`src/hw/pe_pkg.sv`:
```
package pe_pkg;

  // array geometry
  // rows = output words per beat, cols = output beats per group
  localparam int ROWS = 4;
  localparam int COLS = 4;

  // operand and result widths
  localparam int X_BITS = 8;
  localparam int K_BITS = 8;
  localparam int M_BITS = X_BITS + K_BITS;
  localparam int Y_BITS = 24;

  // accepted beat to valid product, operand reg plus product pipe
  localparam int MUL_DELAY = 2;

  // counter width for beats left in the output shifter
  localparam int CNT_BITS = $clog2(COLS + 1);

  // element types, all signed
  typedef logic signed [X_BITS-1:0] pixel_t;
  typedef logic signed [K_BITS-1:0] weight_t;
  typedef logic signed [M_BITS-1:0] prod_t;
  typedef logic signed [Y_BITS-1:0] acc_t;

  // one column result, row 0 in the low word
  typedef acc_t [ROWS-1:0] row_acc_t;

  // beats left in the output shifter
  typedef logic [CNT_BITS-1:0] beat_cnt_t;

  // input beat
  // pixels feed column 0, weights[c] feeds column c
  // cin_last closes the accumulation group
  typedef struct packed {
    pixel_t [ROWS-1:0]  pixels;
    weight_t [COLS-1:0] weights;
    logic               cin_last;
  } beat_in_t;

  // decode to column control, same for every column
  // mul_en advances operand regs and product pipe
  // acc_en writes the accumulators
  // bypass makes the product replace the old sum
  typedef struct packed {
    logic mul_en;
    logic acc_en;
    logic bypass;
  } mac_ctrl_t;

  // output beat, one column of row words
  // last marks the final column of a group
  typedef struct packed {
    row_acc_t data;
    logic     last;
  } out_beat_t;

endpackage

```
`src/hw/mac_column.sv`:
```
`timescale 1ns/1ps

module mac_column (
  input  logic                                 clk,
  input  logic                                 resetn,
  input  pe_pkg::mac_ctrl_t                    ctrl,
  input  pe_pkg::pixel_t [pe_pkg::ROWS-1:0]    pixels_in,
  input  pe_pkg::weight_t                      weight,
  output pe_pkg::pixel_t [pe_pkg::ROWS-1:0]    pixels_out,
  output pe_pkg::row_acc_t                     sums
);

  pe_pkg::pixel_t [pe_pkg::ROWS-1:0] pix_q;
  pe_pkg::weight_t                   weight_q;

  // pixel register, one step of the systolic chain
  // cleared so the history before the first beat reads as zero
  always_ff @(posedge clk) begin
    if (!resetn) begin
      pix_q <= '0;
    end else if (ctrl.mul_en) begin
      pix_q <= pixels_in;
    end
  end

  // weight register, fresh every beat
  always_ff @(posedge clk) begin
    if (ctrl.mul_en) begin
      weight_q <= weight;
    end
  end

  // next column sees these pixels one beat later
  assign pixels_out = pix_q;

  for (genvar r = 0; r < pe_pkg::ROWS; r++) begin : g_row
    pe_pkg::pixel_t pix;
    pe_pkg::prod_t  prod;
    pe_pkg::prod_t  prod_dly;
    pe_pkg::acc_t   addend;
    pe_pkg::acc_t   acc_q;

    assign pix = pix_q[r];

    // signed multiply, full product width
    assign prod = pix * weight_q;

    // remaining multiplier stages
    pipe_delay #(
      .payload_t (pe_pkg::prod_t),
      .DEPTH     (pe_pkg::MUL_DELAY - 1)
    ) u_mul_pipe (
      .clk    (clk),
      .resetn (resetn),
      .en     (ctrl.mul_en),
      .in     (prod),
      .out    (prod_dly)
    );

    // first product of a group starts from zero
    assign addend = ctrl.bypass ? '0 : acc_q;

    // accumulator, product sign-extended to the word width
    always_ff @(posedge clk) begin
      if (ctrl.acc_en) begin
        acc_q <= addend + pe_pkg::acc_t'(prod_dly);
      end
    end

    assign sums[r] = acc_q;
  end

endmodule

```
`src/hw/mac_decode.sv`:
```
`timescale 1ns/1ps

module mac_decode (
  input  logic              clk,
  input  logic              resetn,
  input  logic              s_valid,
  input  logic              s_cin_last,
  output logic              s_ready,
  input  logic              empty,
  output pe_pkg::mac_ctrl_t ctrl,
  output logic              acc_valid,
  output logic              load
);

  // per-beat control record, travels alongside the products
  typedef struct packed {
    logic accept;
    logic last;
  } ctl_rec_t;

  logic     mul_en;
  logic     acc_en;
  logic     first_q;
  ctl_rec_t rec_in;
  ctl_rec_t rec_out;

  // stall
  // a finished group sits in the accumulators and the shifter is still busy
  // freezing here keeps that group intact until load
  assign mul_en  = !(acc_valid && !empty);
  assign s_ready = mul_en;

  // record of this cycle, accept only on a real handshake
  assign rec_in.accept = s_valid && s_ready;
  assign rec_in.last   = s_valid && s_ready && s_cin_last;

  // delay matches operand reg plus product pipe in every column
  pipe_delay #(
    .payload_t (ctl_rec_t),
    .DEPTH     (pe_pkg::MUL_DELAY)
  ) u_ctl_pipe (
    .clk    (clk),
    .resetn (resetn),
    .en     (mul_en),
    .in     (rec_in),
    .out    (rec_out)
  );

  // product at the pipe output belongs to an accepted beat
  assign acc_en = rec_out.accept && mul_en;

  // first product of a group
  // set after reset and after every group end, cleared by any other product
  always_ff @(posedge clk) begin
    if (!resetn) begin
      first_q <= 1'b1;
    end else if (acc_en) begin
      first_q <= rec_out.last;
    end
  end

  // finished group flag
  // set on the edge that sums the last product
  // a new single-beat group may finish on the load edge, so set wins
  always_ff @(posedge clk) begin
    if (!resetn) begin
      acc_valid <= 1'b0;
    end else if (acc_en && rec_out.last) begin
      acc_valid <= 1'b1;
    end else if (load) begin
      acc_valid <= 1'b0;
    end
  end

  // hand the sums over once the shifter has drained
  assign load = acc_valid && empty;

  // same control to every column
  assign ctrl.mul_en = mul_en;
  assign ctrl.acc_en = acc_en;
  assign ctrl.bypass = first_q;

endmodule

```
`src/hw/out_shifter.sv`:
```
`timescale 1ns/1ps

module out_shifter (
  input  logic                                   clk,
  input  logic                                   resetn,
  input  logic                                   load,
  input  pe_pkg::row_acc_t [pe_pkg::COLS-1:0]    sums,
  input  logic                                   m_ready,
  output logic                                   m_valid,
  output pe_pkg::out_beat_t                      m_beat,
  output logic                                   empty
);

  // column shift register, top slot drives the output
  pe_pkg::row_acc_t [pe_pkg::COLS-1:0] data_q;
  pe_pkg::beat_cnt_t                   left_q;
  logic                                take;

  // valid for as long as a group is held
  assign m_valid = !empty;

  // output handshake
  assign take = m_valid && m_ready;

  // load all columns at once
  // then move one column toward the top per accepted beat
  always_ff @(posedge clk) begin
    if (load) begin
      data_q <= sums;
    end else if (take) begin
      for (int c = pe_pkg::COLS - 1; c > 0; c--) begin
        data_q[c] <= data_q[c-1];
      end
    end
  end

  // beats left and the empty flag
  // load only comes while empty, so it never meets a shift
  always_ff @(posedge clk) begin
    if (!resetn) begin
      empty  <= 1'b1;
      left_q <= '0;
    end else if (load) begin
      empty  <= 1'b0;
      left_q <= pe_pkg::beat_cnt_t'(pe_pkg::COLS);
    end else if (take) begin
      left_q <= left_q - 1'b1;
      // beat with last is leaving
      if (left_q == pe_pkg::beat_cnt_t'(1)) begin
        empty <= 1'b1;
      end
    end
  end

  // last column of the array comes out first
  assign m_beat.data = data_q[pe_pkg::COLS-1];

  // final beat of the group
  assign m_beat.last = (left_q == pe_pkg::beat_cnt_t'(1));

endmodule

```
`src/hw/pipe_delay.sv`:
```
`timescale 1ns/1ps

module pipe_delay #(
  parameter type payload_t = logic,
  parameter int  DEPTH     = 1
) (
  input  logic     clk,
  input  logic     resetn,
  input  logic     en,
  input  payload_t in,
  output payload_t out
);

  // chain of stages, stage 0 takes the input
  payload_t stage [DEPTH];

  always_ff @(posedge clk) begin
    if (!resetn) begin
      for (int i = 0; i < DEPTH; i++) begin
        stage[i] <= '0;
      end
    end else if (en) begin
      stage[0] <= in;
      // whole chain moves together, nothing moves when en is low
      for (int i = 1; i < DEPTH; i++) begin
        stage[i] <= stage[i-1];
      end
    end
  end

  assign out = stage[DEPTH-1];

endmodule

```
`src/hw/proc_engine.sv`:
```
`timescale 1ns/1ps

module proc_engine (
  input  logic              clk,
  input  logic              resetn,
  input  logic              s_valid,
  output logic              s_ready,
  input  pe_pkg::beat_in_t  s_beat,
  input  logic              m_ready,
  output logic              m_valid,
  output pe_pkg::out_beat_t m_beat
);

  pe_pkg::mac_ctrl_t ctrl;
  logic              acc_valid;
  logic              load;
  logic              empty;

  // pixel chain, slot c feeds column c
  pe_pkg::pixel_t [pe_pkg::COLS:0][pe_pkg::ROWS-1:0] pix_chain;

  // finished sums of every column
  pe_pkg::row_acc_t [pe_pkg::COLS-1:0] col_sums;

  mac_decode u_decode (
    .clk        (clk),
    .resetn     (resetn),
    .s_valid    (s_valid),
    .s_cin_last (s_beat.cin_last),
    .s_ready    (s_ready),
    .empty      (empty),
    .ctrl       (ctrl),
    .acc_valid  (acc_valid),
    .load       (load)
  );

  // column 0 takes the pixels of the incoming beat
  assign pix_chain[0] = s_beat.pixels;

  for (genvar c = 0; c < pe_pkg::COLS; c++) begin : g_col
    mac_column u_column (
      .clk        (clk),
      .resetn     (resetn),
      .ctrl       (ctrl),
      .pixels_in  (pix_chain[c]),
      .weight     (s_beat.weights[c]),
      .pixels_out (pix_chain[c+1]),
      .sums       (col_sums[c])
    );
  end

  out_shifter u_result (
    .clk     (clk),
    .resetn  (resetn),
    .load    (load),
    .sums    (col_sums),
    .m_ready (m_ready),
    .m_valid (m_valid),
    .m_beat  (m_beat),
    .empty   (empty)
  );

endmodule

```
`config.mk`:
```
export PLATFORM = sky130hd
export DESIGN_NAME = proc_engine
export DESIGN_NICKNAME = d
export VERILOG_FILES = /design/src/hw/pe_pkg.sv /design/src/hw/mac_column.sv /design/src/hw/mac_decode.sv /design/src/hw/out_shifter.sv /design/src/hw/pipe_delay.sv /design/src/hw/proc_engine.sv
export SDC_FILE = /design/constraint.sdc
export NUM_CORES = 2
export LEC_CHECK = 0
export BUFFER_PORTS_ARGS = -buffer_cell sky130_fd_sc_hd__buf_2
export CAP_MARGIN = 20
export CORE_UTILIZATION = 65
export DETAILED_ROUTE_END_ITERATION = 10
export PLACE_DENSITY = 0.86
export SLEW_MARGIN = 20
export SYNTH_ARGS = -nofsm -noshare
export SYNTH_HDL_FRONTEND = slang
export SYNTH_SLANG_ARGS = --single-unit
export TNS_END_PERCENT = 100
```
`constraint.sdc`:
```
create_clock -name clk -period 53.1 [get_ports clk]
set_clock_uncertainty 0.1 [all_clocks]
set_input_delay 5.31 -clock clk [delete_from_list [all_inputs] [get_ports clk]]
set_output_delay 5.31 -clock clk [all_outputs]
set_load 0.05 [all_outputs]
```
==> impl_metrics.toml <==
[worst_setup_path]
startpoint_type = "flop"
cp-end-kind = "output port"
crit_fanout = 95
arrival_ps = 2500
crit_type = "flop to output port"
crit_required_ps = 47690

[timing]
worst_slew_pin_slew_ps = 1120
maxSlewHeadroom = 0.254
fin_crit_sh = 0.149
timing.setup.tns_ps = 0
min_period_ps = 7910
rsz0062_at_grt = "false"
final_hold_viol_count = 0
fin_ws_ps = 45190
drv_slew = 0
max_freq_ghz = 0.126
final-setup-viol-count = 0

[synthesis]
ys.flop_type = "edfxtp_1"
synth_enable_flop_cells = 1060
yosys_warnings = 0
netlist-cell-type-count = 84
synth_area_um2 = 102000
syn_inst = 9784
syn_area_per_cell_um2 = 10.4
ys_seq_area_frac = 0.340
synth_fp_nets = 11600
ys_seq_elements = 1194
async_flop_share = 0

[drt]
postRouteWirelength_um = 249000
wire_per_inst_um = 20.9
antenna_left = 0
avgViaCountPerCell = 5.97
post-route-drc-count = 0
drtIter0Drc = 6548
dr.pass1.iters = 7
via_count = 71000

[pwr]
power.leakage_uw = 0.0496
power_switching_uw = 987
power_frac_seq = 0.395
share_comb_of_total_power = 0.279
netSwitchingFraction = 0.329
power_density_nw_per_um2 = 27.7
p_int_uw = 2010
p_clk_frac = 0.326
irDropWorstVdd_v = 0.0000354

[clock_tree]
cts_inserted_buffers = 139
htreeDepth = 4
clock-root-buffer = "clkbuf_16"
cts.path.max_buffers = 3
ctsHoldBuffers = 0
cts_tree = "done"
cts_setup_buffers = 0
clk_latency_ps = 820
clk_pin_slew_ps = 60
cts.repair.resized = 0
clkSinkCount = 1194

[floorplan]
row_count = 144
core_area_um2 = 155000
dieArea_um2 = 158000
die_w_um = 397
ios = 168
fp.dieH_um = 397
initial_core_util = 0.658

[grt]
grt_max_degree = 165
grt_pass1_vias = 73900
grt_pass1_wl_um = 397000
antenna_found_initial = 9
grt_overflow_total = 0
grt_use_total = 0.321

[placement]
dp_cells = 11600
dp_slack_ps = 44770
portBuffers = 167
post_dp_cell_area_um2 = 104000
gp_congestion = 0.944
hpwlAfterDp_um = 179000

[layout]
syn_to_final_growth_pct = 6.50
layout-drive-gt1-share = 0.0832
fin_util = 0.700
fin_nets = 11500
stdcell_area_um2 = 108000
fin_cells = 11900

[worst_hold_path]
min_path_type = "flop to flop"

[outcome]
status = "complete, no violations"

[flow_run]
cap_violations = 0
[through the flow]
| step | power [uW] | hold slack, ps |
|---|---|---|
| after global placement | 1970 | 324 |
| after global routing | 3140 | 349 |
| after floorplan | 1790 | 318 |
| after CTS | 3000 | 337 |
| final | 3000 | 339 |
| after detailed placement | 2020 | 325 |
[power by group through the flow]
stage	combinational (uW)	sequential [uW]	clock (uW)
after floorplan	624	1160	0
after global placement	771	1200	0
after detailed placement	816	1200	0
after CTS	826	1180	987
after global routing	934	1190	1020
final	838	1190	978
[synthesized netlist by cell type (13+ instances only)]
master,n,area (um^2)
buf_4,97,728
a21o_1,226,1700
dfxtp_1,134,2680
a31oi_1,37,231
xnor2_1,430,3770
nor2b_1,508,3180
ha_1,834,10400
and3_1,140,876
nor4_1,15,93.8
o21bai_1,45,338
mux2i_1,17,170
inv_1,1437,5390
o21ai_1,67,335
nand2_1,689,2590
nand3_1,80,400
a211oi_1,35,263
o41ai_1,23,201
and2_1,688,4300
xor2_1,102,893
o21ai_0,160,801
o21a_1,89,668
fa_1,896,17900
edfxtp_1,1060,31800
a21oi_1,458,2290
o211ai_1,13,97.6
o31ai_1,20,150
nand2b_1,84,526
mux2_2,300,3380
nor3_1,90,450
or3_1,34,213
nor2_1,428,1610
clkbuf_1,336,1260
nand4_1,15,93.8
[placed cells by master (no fill, tap or decap), types with 67 or more instances in the layout]
cell | netlist | layout
a21o_1 | 226 | 226
a21oi_1 | 458 | 458
and2_1 | 688 | 688
and3_1 | 140 | 140
buf_2 | 3 | 167
buf_4 | 97 | 67
clkbuf_16 | 0 | 141
dfxtp_1 | 134 | 133
edfxtp_1 | 1060 | 1060
fa_1 | 896 | 896
ha_1 | 834 | 834
inv_1 | 1437 | 1434
mux2_2 | 300 | 300
nand2_1 | 689 | 685
nand2b_1 | 84 | 84
nand3_1 | 80 | 80
nor2_1 | 428 | 427
nor2b_1 | 508 | 506
nor3_1 | 90 | 90
o21a_1 | 89 | 89
o21ai_0 | 160 | 160
o21ai_1 | 67 | 67
xnor2_1 | 430 | 430
xor2_1 | 102 | 102
[cells by family after synthesis]
group,after synthesis,share of synthesized area
compound gates,1323,0.0837
buf+inv,1877,0.0730
mux,317,0.0349
xor+xnor,532,0.0458
fa+ha+maj,1730,0.279
flops,1194,0.340
simple gates,2811,0.144
[worst paths after layout]
| path | start | to | slack [ps] | depth (start not counted) |
|---|---|---|---|---|
| max reg2reg | g_col[3].u_column.weight_q[7] | flop | 47410 | 17 |
| max | u_result.empty | s_ready | 45190 | 3 |
| min reg2reg | g_col[0].u_column.g_row[0].acc_q[2] | u_result.data_q[2] | 340 | 0 |
| min | g_col[0].u_column.g_row[0].acc_q[2] | u_result.data_q[2] | 340 | 0 |
[registers in the layout (all words and copies together), names as in the netlist]
| register | count |
|---|---|
| g_col.u_column.g_row.acc_q | 384 |
| g_col.u_column.weight_q | 32 |
| u_decode.u_ctl_pipe.stage | 4 |
| u_result.m_beat | 96 |
| u_decode.acc_valid | 1 |
| g_col.u_column.g_row.u_mul_pipe.stage | 256 |
| u_result.empty | 1 |
| u_decode.first_q | 1 |
| u_result.left_q | 3 |
| u_result.data_q | 288 |
| g_col.u_column.g_row.pix | 128 |
[routing by layer]
metal | vias to the layer above | wire length (um) | share of wire | track usage
li1 | 32100 | - | - | -
met1 | 35100 | 98300 | 0.40 | 0.429
met2 | 3117 | 115000 | 0.46 | 0.513
met3 | 619 | 25100 | 0.10 | 0.0688
met4 | 12 | 9830 | 0.040 | 0.122
met5 | - | 81 | 0.00033 | 0
[layout make-up]
class,instances,area [um^2]
fill,10600,46300
clock buffer,163,3670
timing repair buffer,237,1390
clock inverter,92,922
multi-input combinational,6713,59800
inverter,1438,5410
antenna,4,10.0
sequential,1194,34500
tap,2044,2560
[critical path, cell delays in order, from the launching register on]
cell,delay (ps)
dfxtp_1,500
nor2b_4,140
inv_8,450
buf_2,400
(Power assumes the default switching activity.)
